--- src/hdl/div_pkg.sv ---
`default_nettype none

package div_pkg;

  // operand and result widths
  localparam int dividend_w = 16;
  localparam int divisor_w  = 8;  // also quotient and remainder
  localparam int tag_w      = 4;

  // job queue, host starts with one credit per entry
  localparam int job_queue_depth = 4;
  localparam int queue_ptr_w     = $clog2(job_queue_depth);
  localparam int queue_cnt_w     = $clog2(job_queue_depth + 1);
  localparam logic [queue_ptr_w-1:0] queue_last = queue_ptr_w'(job_queue_depth - 1);

  // result bus credits held by the arbiter out of reset
  localparam int res_credit_init = 2;
  localparam int res_credit_w    = $clog2(res_credit_init + 1);
  localparam logic [res_credit_w-1:0] res_credit_reset = res_credit_w'(res_credit_init);

  // corner cells replaced in the approximate lane
  localparam int approx_depth_lane = 2;

  // job opcode, also the lane index on the result bus
  typedef enum logic {
    op_exact  = 1'b0,
    op_approx = 1'b1
  } div_op_e;

  typedef enum logic {
    lane_idle = 1'b0,
    lane_full = 1'b1
  } lane_state_e;

endpackage

`default_nettype wire

--- src/hdl/div_accel_top.sv ---
`timescale 1ns/10ps
`default_nettype none

module div_accel_top (
  input  wire                              clk,
  input  wire                              rst,
  input  wire                              job_valid,
  input  wire  div_pkg::div_op_e           job_op,
  input  wire  [div_pkg::dividend_w-1:0]   job_n,
  input  wire  [div_pkg::divisor_w-1:0]    job_d,
  input  wire  [div_pkg::tag_w-1:0]        job_tag,
  output logic                             job_credit,
  output logic                             res_valid,
  output logic [div_pkg::divisor_w-1:0]    res_q,
  output logic [div_pkg::divisor_w-1:0]    res_r,
  output logic [div_pkg::tag_w-1:0]        res_tag,
  output div_pkg::div_op_e                 res_op,
  input  wire                              res_credit
);

  // dispatcher to lanes
  wire                            exact_valid;
  wire                            approx_valid;
  wire [div_pkg::dividend_w-1:0]  lane_n;
  wire [div_pkg::divisor_w-1:0]   lane_d;
  wire [div_pkg::tag_w-1:0]       lane_tag;
  wire                            exact_ready;
  wire                            approx_ready;

  // lanes to arbiter
  wire                            exact_done;
  wire [div_pkg::divisor_w-1:0]   exact_q;
  wire [div_pkg::divisor_w-1:0]   exact_r;
  wire [div_pkg::tag_w-1:0]       exact_tag;
  wire                            exact_grant;
  wire                            approx_done;
  wire [div_pkg::divisor_w-1:0]   approx_q;
  wire [div_pkg::divisor_w-1:0]   approx_r;
  wire [div_pkg::tag_w-1:0]       approx_tag;
  wire                            approx_grant;

  job_dispatch u_job_dispatch (
    .clk(clk), .rst(rst),
    .job_valid(job_valid), .job_op(job_op), .job_n(job_n), .job_d(job_d),
    .job_tag(job_tag), .job_credit(job_credit),
    .exact_valid(exact_valid), .approx_valid(approx_valid),
    .lane_n(lane_n), .lane_d(lane_d), .lane_tag(lane_tag),
    .exact_ready(exact_ready), .approx_ready(approx_ready)
  );

  div_lane #(.approx_depth(0)) u_lane_exact (
    .clk(clk), .rst(rst),
    .lane_valid(exact_valid), .lane_n(lane_n), .lane_d(lane_d), .lane_tag(lane_tag),
    .lane_ready(exact_ready), .done_valid(exact_done), .done_q(exact_q),
    .done_r(exact_r), .done_tag(exact_tag), .grant(exact_grant)
  );

  div_lane #(.approx_depth(div_pkg::approx_depth_lane)) u_lane_approx (
    .clk(clk), .rst(rst),
    .lane_valid(approx_valid), .lane_n(lane_n), .lane_d(lane_d), .lane_tag(lane_tag),
    .lane_ready(approx_ready), .done_valid(approx_done), .done_q(approx_q),
    .done_r(approx_r), .done_tag(approx_tag), .grant(approx_grant)
  );

  result_arbiter u_result_arbiter (
    .clk(clk), .rst(rst),
    .exact_done(exact_done), .exact_q(exact_q), .exact_r(exact_r), .exact_tag(exact_tag),
    .approx_done(approx_done), .approx_q(approx_q), .approx_r(approx_r),
    .approx_tag(approx_tag),
    .exact_grant(exact_grant), .approx_grant(approx_grant),
    .res_valid(res_valid), .res_q(res_q), .res_r(res_r), .res_tag(res_tag),
    .res_op(res_op), .res_credit(res_credit)
  );

endmodule

`default_nettype wire

--- src/hdl/div_lane.sv ---
`timescale 1ns/10ps
`default_nettype none

// one division lane, a single job slot in front of the array
module div_lane #(
  parameter int approx_depth = 0
) (
  input  wire                              clk,
  input  wire                              rst,
  input  wire                              lane_valid,
  input  wire  [div_pkg::dividend_w-1:0]   lane_n,
  input  wire  [div_pkg::divisor_w-1:0]    lane_d,
  input  wire  [div_pkg::tag_w-1:0]        lane_tag,
  output logic                             lane_ready,
  output logic                             done_valid,
  output logic [div_pkg::divisor_w-1:0]    done_q,
  output logic [div_pkg::divisor_w-1:0]    done_r,
  output logic [div_pkg::tag_w-1:0]        done_tag,
  input  wire                              grant
);

  div_pkg::lane_state_e state;

  logic [div_pkg::dividend_w-1:0] n_reg;
  logic [div_pkg::divisor_w-1:0]  d_reg;
  wire  [div_pkg::divisor_w-1:0]  q_arr;
  wire  [div_pkg::divisor_w-1:0]  r_arr;

  divider_array_triangular #(
    .approx_depth(approx_depth)
  ) u_array (
    .n(n_reg),
    .d(d_reg),
    .q(q_arr),
    .r(r_arr)
  );

  assign lane_ready = (state == div_pkg::lane_idle);

  always_ff @(posedge clk) begin
    if (rst) begin
      state      <= div_pkg::lane_idle;
      done_valid <= 1'b0;
    end else begin
      case (state)
        div_pkg::lane_idle: if (lane_valid) state <= div_pkg::lane_full;
        div_pkg::lane_full: begin
          if (!done_valid) begin
            done_valid <= 1'b1;  // array settled on captured operands
          end else if (grant) begin
            done_valid <= 1'b0;
            state      <= div_pkg::lane_idle;
          end
        end
        default: state <= div_pkg::lane_idle;
      endcase
    end
  end

  always_ff @(posedge clk) begin
    if (lane_ready && lane_valid) begin
      n_reg    <= lane_n;
      d_reg    <= lane_d;
      done_tag <= lane_tag;
    end
    if (state == div_pkg::lane_full && !done_valid) begin
      done_q <= q_arr;
      done_r <= r_arr;
    end
  end

endmodule

`default_nettype wire

--- src/hdl/divider_array_triangular.sv ---
`timescale 1ns/10ps
`default_nettype none

// restoring divider built from a triangular grid of borrow cells
// row i resolves quotient bit i, row 7 sits on the dividend top bits
module divider_array_triangular #(
  parameter int approx_depth = 0
) (
  input  wire  [div_pkg::dividend_w-1:0] n,
  input  wire  [div_pkg::divisor_w-1:0]  d,
  output logic [div_pkg::divisor_w-1:0]  q,
  output logic [div_pkg::divisor_w-1:0]  r
);

  localparam int rows = div_pkg::divisor_w;
  localparam int cols = div_pkg::divisor_w;

  wire [cols-1:0] r_loc [0:rows-1];  // partial remainder out of each cell
  wire [cols-1:0] b_loc [0:rows-1];  // borrow chain per row
  wire [rows-1:0] q_int;

  for (genvar i = 0; i < rows; i++) begin : g_row
    for (genvar j = 0; j < cols; j++) begin : g_col
      wire cell_x;
      wire cell_bin;
      wire cell_diff;

      // minuend bit and borrow in
      if (j == 0) begin : g_lsb
        assign cell_x   = n[i];
        assign cell_bin = 1'b0;
      end else if (i == rows - 1) begin : g_top
        assign cell_x   = n[i+j];
        assign cell_bin = b_loc[i][j-1];
      end else begin : g_mid
        assign cell_x   = r_loc[i+1][j-1];  // shifted remainder from row above
        assign cell_bin = b_loc[i][j-1];
      end

      if (i + j < approx_depth) begin : g_apx
        // approximate corner cell, no borrow out
        assign cell_diff   = cell_x & ~cell_bin;
        assign b_loc[i][j] = 1'b0;
      end else begin : g_ext
        assign cell_diff   = cell_x ^ d[j] ^ cell_bin;
        assign b_loc[i][j] = (~cell_x & d[j]) | (~(cell_x ^ d[j]) & cell_bin);
      end

      // restore unless the row subtraction succeeded
      assign r_loc[i][j] = q_int[i] ? cell_diff : cell_x;
    end

    if (i == rows - 1) begin : g_q_top
      assign q_int[i] = n[div_pkg::dividend_w-1] | ~b_loc[i][cols-1];
    end else begin : g_q_mid
      // bit shifted out of the row above forces a successful subtract
      assign q_int[i] = r_loc[i+1][cols-1] | ~b_loc[i][cols-1];
    end
  end

  assign q = q_int;
  assign r = r_loc[0];

endmodule

`default_nettype wire

--- src/hdl/job_dispatch.sv ---
`timescale 1ns/10ps
`default_nettype none

// credit controlled job queue, head goes to the lane named by its opcode
module job_dispatch (
  input  wire                              clk,
  input  wire                              rst,
  input  wire                              job_valid,
  input  wire  div_pkg::div_op_e           job_op,
  input  wire  [div_pkg::dividend_w-1:0]   job_n,
  input  wire  [div_pkg::divisor_w-1:0]    job_d,
  input  wire  [div_pkg::tag_w-1:0]        job_tag,
  output logic                             job_credit,
  output logic                             exact_valid,
  output logic                             approx_valid,
  output logic [div_pkg::dividend_w-1:0]   lane_n,
  output logic [div_pkg::divisor_w-1:0]    lane_d,
  output logic [div_pkg::tag_w-1:0]        lane_tag,
  input  wire                              exact_ready,
  input  wire                              approx_ready
);

  div_pkg::div_op_e               q_op  [div_pkg::job_queue_depth];
  logic [div_pkg::dividend_w-1:0] q_n   [div_pkg::job_queue_depth];
  logic [div_pkg::divisor_w-1:0]  q_d   [div_pkg::job_queue_depth];
  logic [div_pkg::tag_w-1:0]      q_tag [div_pkg::job_queue_depth];

  logic [div_pkg::queue_ptr_w-1:0] wr_ptr;
  logic [div_pkg::queue_ptr_w-1:0] rd_ptr;
  logic [div_pkg::queue_cnt_w-1:0] count;

  logic not_empty;
  logic push;
  logic pop;

  assign not_empty = (count != '0);
  assign push      = job_valid;  // host never sends without a credit

  // head waits for its own lane, blocking everything behind it
  assign exact_valid  = not_empty && (q_op[rd_ptr] == div_pkg::op_exact) && exact_ready;
  assign approx_valid = not_empty && (q_op[rd_ptr] == div_pkg::op_approx) && approx_ready;
  assign pop          = exact_valid | approx_valid;

  // operands shared, at most one lane valid per cycle
  assign lane_n   = q_n[rd_ptr];
  assign lane_d   = q_d[rd_ptr];
  assign lane_tag = q_tag[rd_ptr];

  always_ff @(posedge clk) begin
    if (push) begin
      q_op[wr_ptr]  <= job_op;
      q_n[wr_ptr]   <= job_n;
      q_d[wr_ptr]   <= job_d;
      q_tag[wr_ptr] <= job_tag;
    end
  end

  always_ff @(posedge clk) begin
    if (rst) begin
      wr_ptr     <= '0;
      rd_ptr     <= '0;
      count      <= '0;
      job_credit <= 1'b0;
    end else begin
      job_credit <= pop;  // one credit back per entry leaving
      if (push) begin
        wr_ptr <= (wr_ptr == div_pkg::queue_last) ? '0 : wr_ptr + 1'b1;
      end
      if (pop) begin
        rd_ptr <= (rd_ptr == div_pkg::queue_last) ? '0 : rd_ptr + 1'b1;
      end
      case ({push, pop})
        2'b10:   count <= count + 1'b1;
        2'b01:   count <= count - 1'b1;
        default: count <= count;
      endcase
    end
  end

endmodule

`default_nettype wire

--- src/hdl/result_arbiter.sv ---
`timescale 1ns/10ps
`default_nettype none

// round robin of the two lanes onto the credit controlled result bus
module result_arbiter (
  input  wire                              clk,
  input  wire                              rst,
  input  wire                              exact_done,
  input  wire  [div_pkg::divisor_w-1:0]    exact_q,
  input  wire  [div_pkg::divisor_w-1:0]    exact_r,
  input  wire  [div_pkg::tag_w-1:0]        exact_tag,
  input  wire                              approx_done,
  input  wire  [div_pkg::divisor_w-1:0]    approx_q,
  input  wire  [div_pkg::divisor_w-1:0]    approx_r,
  input  wire  [div_pkg::tag_w-1:0]        approx_tag,
  output logic                             exact_grant,
  output logic                             approx_grant,
  output logic                             res_valid,
  output logic [div_pkg::divisor_w-1:0]    res_q,
  output logic [div_pkg::divisor_w-1:0]    res_r,
  output logic [div_pkg::tag_w-1:0]        res_tag,
  output div_pkg::div_op_e                 res_op,
  input  wire                              res_credit
);

  logic [div_pkg::res_credit_w-1:0] credits;
  div_pkg::div_op_e last_served;

  logic has_credit;
  logic pick_approx;
  logic issue;

  assign has_credit = (credits != '0);

  // approx wins if alone, or on a tie when exact went last
  assign pick_approx = approx_done && (!exact_done || last_served == div_pkg::op_exact);

  assign approx_grant = has_credit && pick_approx;
  assign exact_grant  = has_credit && exact_done && !pick_approx;
  assign issue        = exact_grant | approx_grant;

  always_ff @(posedge clk) begin
    if (rst) begin
      credits     <= div_pkg::res_credit_reset;
      last_served <= div_pkg::op_approx;  // exact first on the first tie
      res_valid   <= 1'b0;
    end else begin
      res_valid <= issue;
      if (issue) last_served <= approx_grant ? div_pkg::op_approx : div_pkg::op_exact;
      case ({issue, res_credit})
        2'b10:   credits <= credits - 1'b1;
        2'b01:   credits <= credits + 1'b1;
        default: credits <= credits;  // both or neither
      endcase
    end
  end

  always_ff @(posedge clk) begin
    if (issue) begin
      res_q   <= approx_grant ? approx_q : exact_q;
      res_r   <= approx_grant ? approx_r : exact_r;
      res_tag <= approx_grant ? approx_tag : exact_tag;
      res_op  <= approx_grant ? div_pkg::op_approx : div_pkg::op_exact;
    end
  end

endmodule

`default_nettype wire

--- config.mk ---
export PLATFORM = sky130hd
export DESIGN_NAME = div_accel_top
export DESIGN_NICKNAME = d
export VERILOG_FILES = /design/src/hdl/div_pkg.sv /design/src/hdl/div_accel_top.sv /design/src/hdl/div_lane.sv /design/src/hdl/divider_array_triangular.sv /design/src/hdl/job_dispatch.sv /design/src/hdl/result_arbiter.sv
export SDC_FILE = /design/constraint.sdc
export NUM_CORES = 1
export LEC_CHECK = 0
export ABC_CLOCK_PERIOD_IN_PS = 33800
export BUFFER_PORTS_ARGS = -buffer_cell sky130_fd_sc_hd__buf_4
export CAP_MARGIN = 20
export CORE_ASPECT_RATIO = 1.25
export CORE_MARGIN = 4
export CORE_UTILIZATION = 45
export DETAILED_ROUTE_END_ITERATION = 8
export PLACE_DENSITY_LB_ADDON = 0.08
export SYNTH_ARGS = -nofsm -noshare
export SYNTH_HDL_FRONTEND = slang
export SYNTH_HIERARCHICAL = 1
export SYNTH_SLANG_ARGS = --single-unit
export TNS_END_PERCENT = 1
--- constraint.sdc ---
create_clock -name clk -period 33.8 [get_ports clk]
set_clock_uncertainty 0.15 [all_clocks]
set_input_delay 6.76 -clock clk [delete_from_list [all_inputs] [get_ports clk]]
set_output_delay 6.76 -clock clk [all_outputs]
set_load 0.03 [all_outputs]
[Yosys cells after proc, flatten, opt, wreduce, memory -nomap -nowiden]
Memories as Yosys holds them, arrays and structs flattened. A register that Yosys moved wholly into a read port is not among the register bits.
Index checks and enable logic that the tools add are counted.
Storage, ports and cells
  bits of input ports: 33
  latch bits: 0
  bits in read-only memories: 0
  memories kept: 4
  register bits after elaboration: 125
  output and inout bits: 23
  RAM bits: 116
  word-level logic and storage cells: 1061
Cells by class
  reductions and logical operators: 20
  $lt $le $gt $ge: 0
  bitwise operators: 849
  div/mod/pow operators: 0
  shift-type cells: 0
  $mul: 0
  equality and inequality tests: 6
  add/sub/neg operators: 6
  muxes and demuxes: 151
Memory list
  u_job_dispatch.q_n: words 4, bits a word 16, rd ports 1, clocked after Yosys merged registers in 1, wr ports 1, line job_dispatch.sv:24  | logic [div_pkg::dividend_w-1:0] q_n [div_pkg::job_queue_depth];
  u_job_dispatch.q_d: words 4, bits a word 8, rd ports 1, clocked after Yosys merged registers in 1, wr ports 1, line job_dispatch.sv:25  | logic [div_pkg::divisor_w-1:0] q_d [div_pkg::job_queue_depth];
  u_job_dispatch.q_tag: words 4, bits a word 4, rd ports 1, clocked after Yosys merged registers in 1, wr ports 1, line job_dispatch.sv:26  | logic [div_pkg::tag_w-1:0] q_tag [div_pkg::job_queue_depth];
  u_job_dispatch.q_op: words 4, bits a word 1, rd ports 1, clocked after Yosys merged registers in 1, wr ports 1, line job_dispatch.sv:23  | div_pkg::div_op_e q_op [div_pkg::job_queue_depth];
Operators with widths (count)
  $not 1->1: 254
  $and 1x1->1: 234
  $xor 1x1->1: 234
  $mux 1: 134
  $or 1x1->1: 127
  $mux 2: 10
  $mux 8: 2
  $logic_and 1x1->1: 12
  $eq 2x2->1 const B: 4
  $add 2x1->2 const B: 3
  $pmux 3 s2: 1
  $reduce_bool 2->1: 3
  $eq 2x1->1 const B: 2
  $mux 4: 1
  $pmux 1 s2: 2
  $pmux 2 s2: 1
  $add 3x1->3 const B: 1
  $logic_not 1->1: 3
  $reduce_bool 3->1: 1
  $sub 3x1->3 const B: 1
  $sub 2x1->2 const B: 1
  $logic_or 1x1->1: 1

[Longest topological paths before layout]
  word-level depth: 152
  depth in mapped cells: 101
  mapped depth without buffers: 97

[Hierarchy]
The synthesis kept the hierarchy.
Modules (own cells, without submodules)
  job_dispatch: times used 1, cells an instance 212, sequential area each 3683.5 sq um, area each 4734.5 sq um
  div_lane: times used 2, cells an instance 54, sequential area each 1361.3 sq um, area each 1401.3 sq um
  divider_array_triangular (u_lane_approx.u_array): times used 1, cells an instance 272, sequential area each 0.0 sq um, area each 2526.2 sq um
  divider_array_triangular (u_lane_exact.u_array): times used 1, cells an instance 263, sequential area each 0.0 sq um, area each 2502.4 sq um
  result_arbiter: times used 1, cells an instance 65, sequential area each 710.7 sq um, area each 1149.9 sq um

[Worst setup path after synthesis]
No wires, ideal clock.
  path kind: register to register
  from: register u_lane_exact/d_reg[0] (netlist bit)
  to: register u_lane_exact/done_r[3] (netlist bit), data pin
  required time: 33389 ps
  buffers on the path: 5
  setup time: 261 ps
  path slack: 5345 ps
  arrival time: 28044 ps
  cell stages (with the launch flop): 97
  clock period less this slack: 28455 ps
  path through: edfxtp_1 > ha_1 > inv_1 > fa_1 > fa_1 > fa_1 > fa_1 > fa_1 > fa_1 > fa_1 > nor2_2 > inv_2 > a21oi_1 > fa_1 > inv_1 > fa_1 > fa_1 > fa_1 > [61 not listed] > fa_1 > fa_1 > fa_1 > clkbuf_1 > nand2_2 > mux2i_1 > fa_1 > fa_1 > fa_1 > fa_1 > fa_1 > fa_1 > fa_1 > nand2b_1 > o31a_1 > a32o_1 > buf_6 > a221o_1
On the way
  cells in the longest elaborated chain, start to end: 151
  elaborated cells between the ends (all ways): 446
  classes of those cells: mux (57); bitwise (389)
Ends and longest elaborated chain
  start: declaration: line div_lane.sv:25  | logic [div_pkg::divisor_w-1:0] d_reg;
  start signal: assignment: line div_lane.sv:63  | d_reg <= lane_d;
  $and 1x1->1 * (2 in a row): line divider_array_triangular.sv:46  | assign b_loc[i][j] = (~cell_x & d[j]) | (~(cell_x ^ d[j]) & cell_bin);
  $or 1x1->1 *: line divider_array_triangular.sv:46
  $and 1x1->1 *: line divider_array_triangular.sv:46
  $or 1x1->1 *: line divider_array_triangular.sv:46
  $and 1x1->1 *: line divider_array_triangular.sv:46
  $or 1x1->1 *: line divider_array_triangular.sv:46
  $and 1x1->1 *: line divider_array_triangular.sv:46
  $or 1x1->1 *: line divider_array_triangular.sv:46
  [8 not listed]
  named net u_lane_exact.q_arr, one bit: line div_lane.sv:26  | wire [div_pkg::divisor_w-1:0] q_arr;
  [19 not listed]
  named net u_lane_exact.q_arr, one bit: line div_lane.sv:26
  [76 not listed]
  named net u_lane_exact.q_arr, one bit: line div_lane.sv:26
  [19 not listed]
  named net u_lane_exact.q_arr, one bit: line div_lane.sv:26
  [14 not listed]
  $or 1x1->1: line divider_array_triangular.sv:46
  $and 1x1->1: line divider_array_triangular.sv:46
  $or 1x1->1: line divider_array_triangular.sv:46
  $not 1->1: line divider_array_triangular.sv:57  | assign q_int[i] = r_loc[i+1][cols-1] | ~b_loc[i][cols-1];
  $or 1x1->1 *: line divider_array_triangular.sv:57
  named net u_lane_exact.q_arr, one bit: line div_lane.sv:26
  $mux 1 *: line divider_array_triangular.sv:50  | assign r_loc[i][j] = q_int[i] ? cell_diff : cell_x;
  named net u_lane_exact.r_arr, one bit: line div_lane.sv:27  | wire [div_pkg::divisor_w-1:0] r_arr;
  end signal: assignment: line div_lane.sv:68  | done_r <= r_arr;
  end: declaration: line div_lane.sv:17  | output logic [div_pkg::divisor_w-1:0] done_r,
The timed path passes the listed nets; every way through them passes the cells marked *.
A chain may end at the register's enable or synchronous reset.

[Worst setup path in the final report]
  from: register u_lane_exact/d_reg[0] (netlist bit)
  to: register u_lane_exact/done_r[4] (netlist bit), data pin
The elaborated chain is that of the path after synthesis.

==> flow_metrics.env <==
export IMPL_worst_pin_slew_ns=0.927
export IMPL_core_um2=30100
export IMPL_grt_pass1_wl_mm=44.7
export IMPL_path_clk_slew_ns=0.06
export IMPL_die_area_um2=33400
export IMPL_max_cap_violations=0
export IMPL_maxSlewHeadroom=0.379
export IMPL_sequential_element_share_of_the_synthesized_area=0.519
export IMPL_avgSynthCellArea_um2=14.9
export IMPL_worst_reg2reg_path_length_in_cells=91
export IMPL_setup_worst_path_class="flop to flop"
export IMPL_post_synth_top_area_cell="sky130_fd_sc_hd__edfxtp_1"
export IMPL_worstSetupEndpoint="u_lane_exact/done_r[4]"
export IMPL_hpwl_mm=21.0
export IMPL_post_drt_via_cell_ratio=5.38
export IMPL_biggestRegsByFlops="u_job_dispatch/q_n x64, u_job_dispatch/q_d x32"
export IMPL_postSynth_asyncResetShare=0
export IMPL_globalplace_congestion=0.861
export IMPL_status="completed"
export IMPL_regToRegEndpoint="u_lane_exact/done_r[4]"
export IMPL_routed_wl_mm=27.9
export IMPL_cts_buffers=25
export IMPL_crit_path_max_incr_delay_ns=0.58
export IMPL_detail_route_first_pass_iterations=5
export IMPL_insertion_delay_to_the_later_sink_of_the_worst_skew_pair_ns=0.50
export IMPL_remaining_antenna_violation_count_after_routing=0
export IMPL_synth_top_cell_area_share=0.493
export IMPL_ys_warnings_count=6
export IMPL_grt_antenna_before_repair=0
export IMPL_io_pins=56
export IMPL_num_antenna_cells=0
export IMPL_buffer_ports_inserted=55
export IMPL_dieWidth_um=164
export IMPL_slew_violations=0
export IMPL_crit_arrival_ns=30.05
export IMPL_reg2reg_from="u_lane_exact/d_reg[0]"
export IMPL_yosys_cell_types_count=89
export IMPL_finalSetupTns_ns=0
export IMPL_netlist_top_cells_area="sky130_fd_sc_hd__edfxtp_1, sky130_fd_sc_hd__fa_1, sky130_fd_sc_hd__mux4_2, sky130_fd_sc_hd__inv_1, sky130_fd_sc_hd__dfxtp_1"
export IMPL_registers_top_by_ff_count="u_job_dispatch/q_n"
export IMPL_die_h_um=203
export IMPL_grt_pass1_vias=8057
export IMPL_finalSetupViolCount=0
export IMPL_postSynthRegisterBits=243
export IMPL_rsz0062_at_grt="no"
export IMPL_fmax_mhz=33.4
export IMPL_fillCellCount=2609
export IMPL_worst_path_most_repeated_cell="sky130_fd_sc_hd__fa_1"
export IMPL_routed_wire_length_per_instance_um=19.9
export IMPL_multi_input_gate_area_in_the_final_layout_um2=6000
export IMPL_count_of_flip_flops_with_a_built_in_enable_after_synthesis=225
export IMPL_cts_sinks=243
export IMPL_critPathSlowestCell="sky130_fd_sc_hd__fa_1"
export IMPL_synthFlopType="sky130_fd_sc_hd__edfxtp_1"
export IMPL_synthesis_nets=1086
export IMPL_maximum_number_of_pins_on_one_net_before_global_route_repair=30
export IMPL_yosys_cell_count_top_type="sky130_fd_sc_hd__edfxtp_1"
export IMPL_largest_register_ffs=64
export IMPL_cts_hold_repair_buffers=0
export IMPL_ctsResizeCount=0
export IMPL_worstPathMaxFanout=15
export IMPL_drt_first_iter_violations=459
export IMPL_cts_post_setup_buffers_inserted=0
export IMPL_syn_area_um2=13700
export IMPL_final_min_clock_period_ns=29.96
export IMPL_seqCellArea_um2=7120
export IMPL_setup_worst_path_end_class="flop"
export IMPL_initial_core_util=0.455
export IMPL_final_hold_violation_count=0
export IMPL_timing_critical_path_from="u_lane_exact/d_reg[0]"
export IMPL_floorplan_rows=71
export IMPL_grt_ovfl_total=0
export IMPL_grt_total_usage=0.173
export IMPL_synthesis_instances=920
export IMPL_setup_reg_to_reg_worst_slack_ns=3.84
export IMPL_ys_top_cells_by_count="sky130_fd_sc_hd__edfxtp_1, sky130_fd_sc_hd__fa_1, sky130_fd_sc_hd__inv_1"
export IMPL_drc=0
export IMPL_cts_root_buffer="sky130_fd_sc_hd__clkbuf_16"
export IMPL_cts_htree_levels=1
export IMPL_cp_required_ns=33.89
export IMPL_worst_hold_path_type="flop to flop"
export IMPL_timing_critical_path_from_type="flop"
export IMPL_layout_drive_gt1_share=0.194
export IMPL_finalNetCount=1153
export IMPL_area_delta_synth_final_pct=11.3
export IMPL_clock_tree_buffer_depth=3
export IMPL_final_period_utilization=0.886
export IMPL_tritoncts="done"
export IMPL_vias=7560
final cells by class:
class | instances | area share
Sequential cell | 243 | 0.466
Multi-Input combinational cell | 549 | 0.393
Tap cell | 401 | 0.0329
Inverter | 105 | 0.0279
Clock inverter | 7 | 0.00369
Clock buffer | 36 | 0.0457
Timing Repair Buffer | 63 | 0.0310
layer usage:
metal / up-vias / track usage / share of wire
met5: - / 0 / 0
met4: 0 / 0.0387 / 0.020
met3: 36 / 0.0212 / 0.034
met2: 150 / 0.318 / 0.55
met1: 3855 / 0.217 / 0.40
li1: 3519 / - / -
through the flow:
| stage | cell area (um2) | util | std cells | hold slack [ns] | setup slack [ns] |
|---|---|---|---|---|---|
| after floorplan | 13700 | - | 920 | 0.332 | 5.35 |
| after global placement | 14500 | 0.482 | 1361 | 0.253 | 4.49 |
| after detailed placement | 14500 | 0.482 | 1361 | 0.257 | 3.87 |
| after CTS | 15300 | 0.507 | 1404 | 0.271 | 3.80 |
| after global routing | 15300 | 0.507 | 1404 | 0.292 | 2.36 |
| final | 15300 | 0.507 | 1404 | 0.267 | 3.84 |
logic make-up (layout without fill, tap and decap cells):
logic type | Yosys count | in the layout | synth area share
AO/OA/AOI/OAI | 129 | 129 | 0.0739
XOR/XNOR | 4 | 4 | 0.00255
adder cells (fa/ha/maj) | 133 | 133 | 0.182
buffers and inverters | 128 | 211 | 0.0439
flip-flops | 243 | 243 | 0.519
multiplexers | 98 | 98 | 0.107
AND/OR/NAND/NOR | 185 | 185 | 0.0725
cell usage in the layout (no fill, tap or decap), types with 4 or more instances in the layout:
| master | n |
|---|---|
| sky130_fd_sc_hd__and3_1 | 4 |
| sky130_fd_sc_hd__nor3b_1 | 6 |
| sky130_fd_sc_hd__a211oi_1 | 8 |
| sky130_fd_sc_hd__nor3_1 | 9 |
| sky130_fd_sc_hd__o31a_1 | 5 |
| sky130_fd_sc_hd__edfxtp_1 | 225 |
| sky130_fd_sc_hd__o221ai_1 | 4 |
| sky130_fd_sc_hd__a222oi_1 | 5 |
| sky130_fd_sc_hd__nand2b_1 | 4 |
| sky130_fd_sc_hd__clkbuf_16 | 26 |
| sky130_fd_sc_hd__o21a_1 | 5 |
| sky130_fd_sc_hd__nand2_1 | 55 |
| sky130_fd_sc_hd__a21oi_1 | 23 |
| sky130_fd_sc_hd__and2_1 | 8 |
| sky130_fd_sc_hd__nand4b_1 | 4 |
| sky130_fd_sc_hd__dfxtp_1 | 17 |
| sky130_fd_sc_hd__mux2i_1 | 33 |
| sky130_fd_sc_hd__clkinv_1 | 5 |
| sky130_fd_sc_hd__mux2_4 | 20 |
| sky130_fd_sc_hd__inv_1 | 98 |
| sky130_fd_sc_hd__mux4_2 | 29 |
| sky130_fd_sc_hd__a221o_1 | 9 |
| sky130_fd_sc_hd__nand3_1 | 4 |
| sky130_fd_sc_hd__mux2_2 | 14 |
| sky130_fd_sc_hd__o21ai_0 | 14 |
| sky130_fd_sc_hd__xor2_1 | 4 |
| sky130_fd_sc_hd__fa_1 | 110 |
| sky130_fd_sc_hd__nor2_1 | 53 |
| sky130_fd_sc_hd__o22ai_1 | 7 |
| sky130_fd_sc_hd__ha_1 | 23 |
| sky130_fd_sc_hd__buf_4 | 63 |
| sky130_fd_sc_hd__clkbuf_1 | 9 |
worst max-delay path: cells and delay by family (launching register included):
| family | cells | cell delay [ns] |
|---|---|---|
| flops | 1 | 0.56 |
| compound gates | 15 | 3.51 |
| buf+inv | 10 | 0.71 |
| mux | 2 | 0.39 |
| fa+ha+maj | 57 | 22.87 |
| simple gates | 7 | 1.46 |
worst min-delay path by stage:
stage | startpoint | end | cells after the start
floorplan | u_lane_approx/state | u_lane_approx/done_valid | 2
global placement | u_lane_approx/n_reg[0] | u_lane_approx/done_r[0] | 0
detailed placement | u_lane_approx/n_reg[0] | u_lane_approx/done_r[0] | 0
CTS | u_lane_approx/n_reg[0] | u_lane_approx/done_r[0] | 0
global route | u_lane_approx/n_reg[0] | u_lane_approx/done_r[0] | 0
finish | u_lane_approx/n_reg[1] | u_lane_approx/done_r[1] | 0
Power is not shown: default switching activity piles up to over one toggle a cycle in this logic, so the estimate is an artifact.
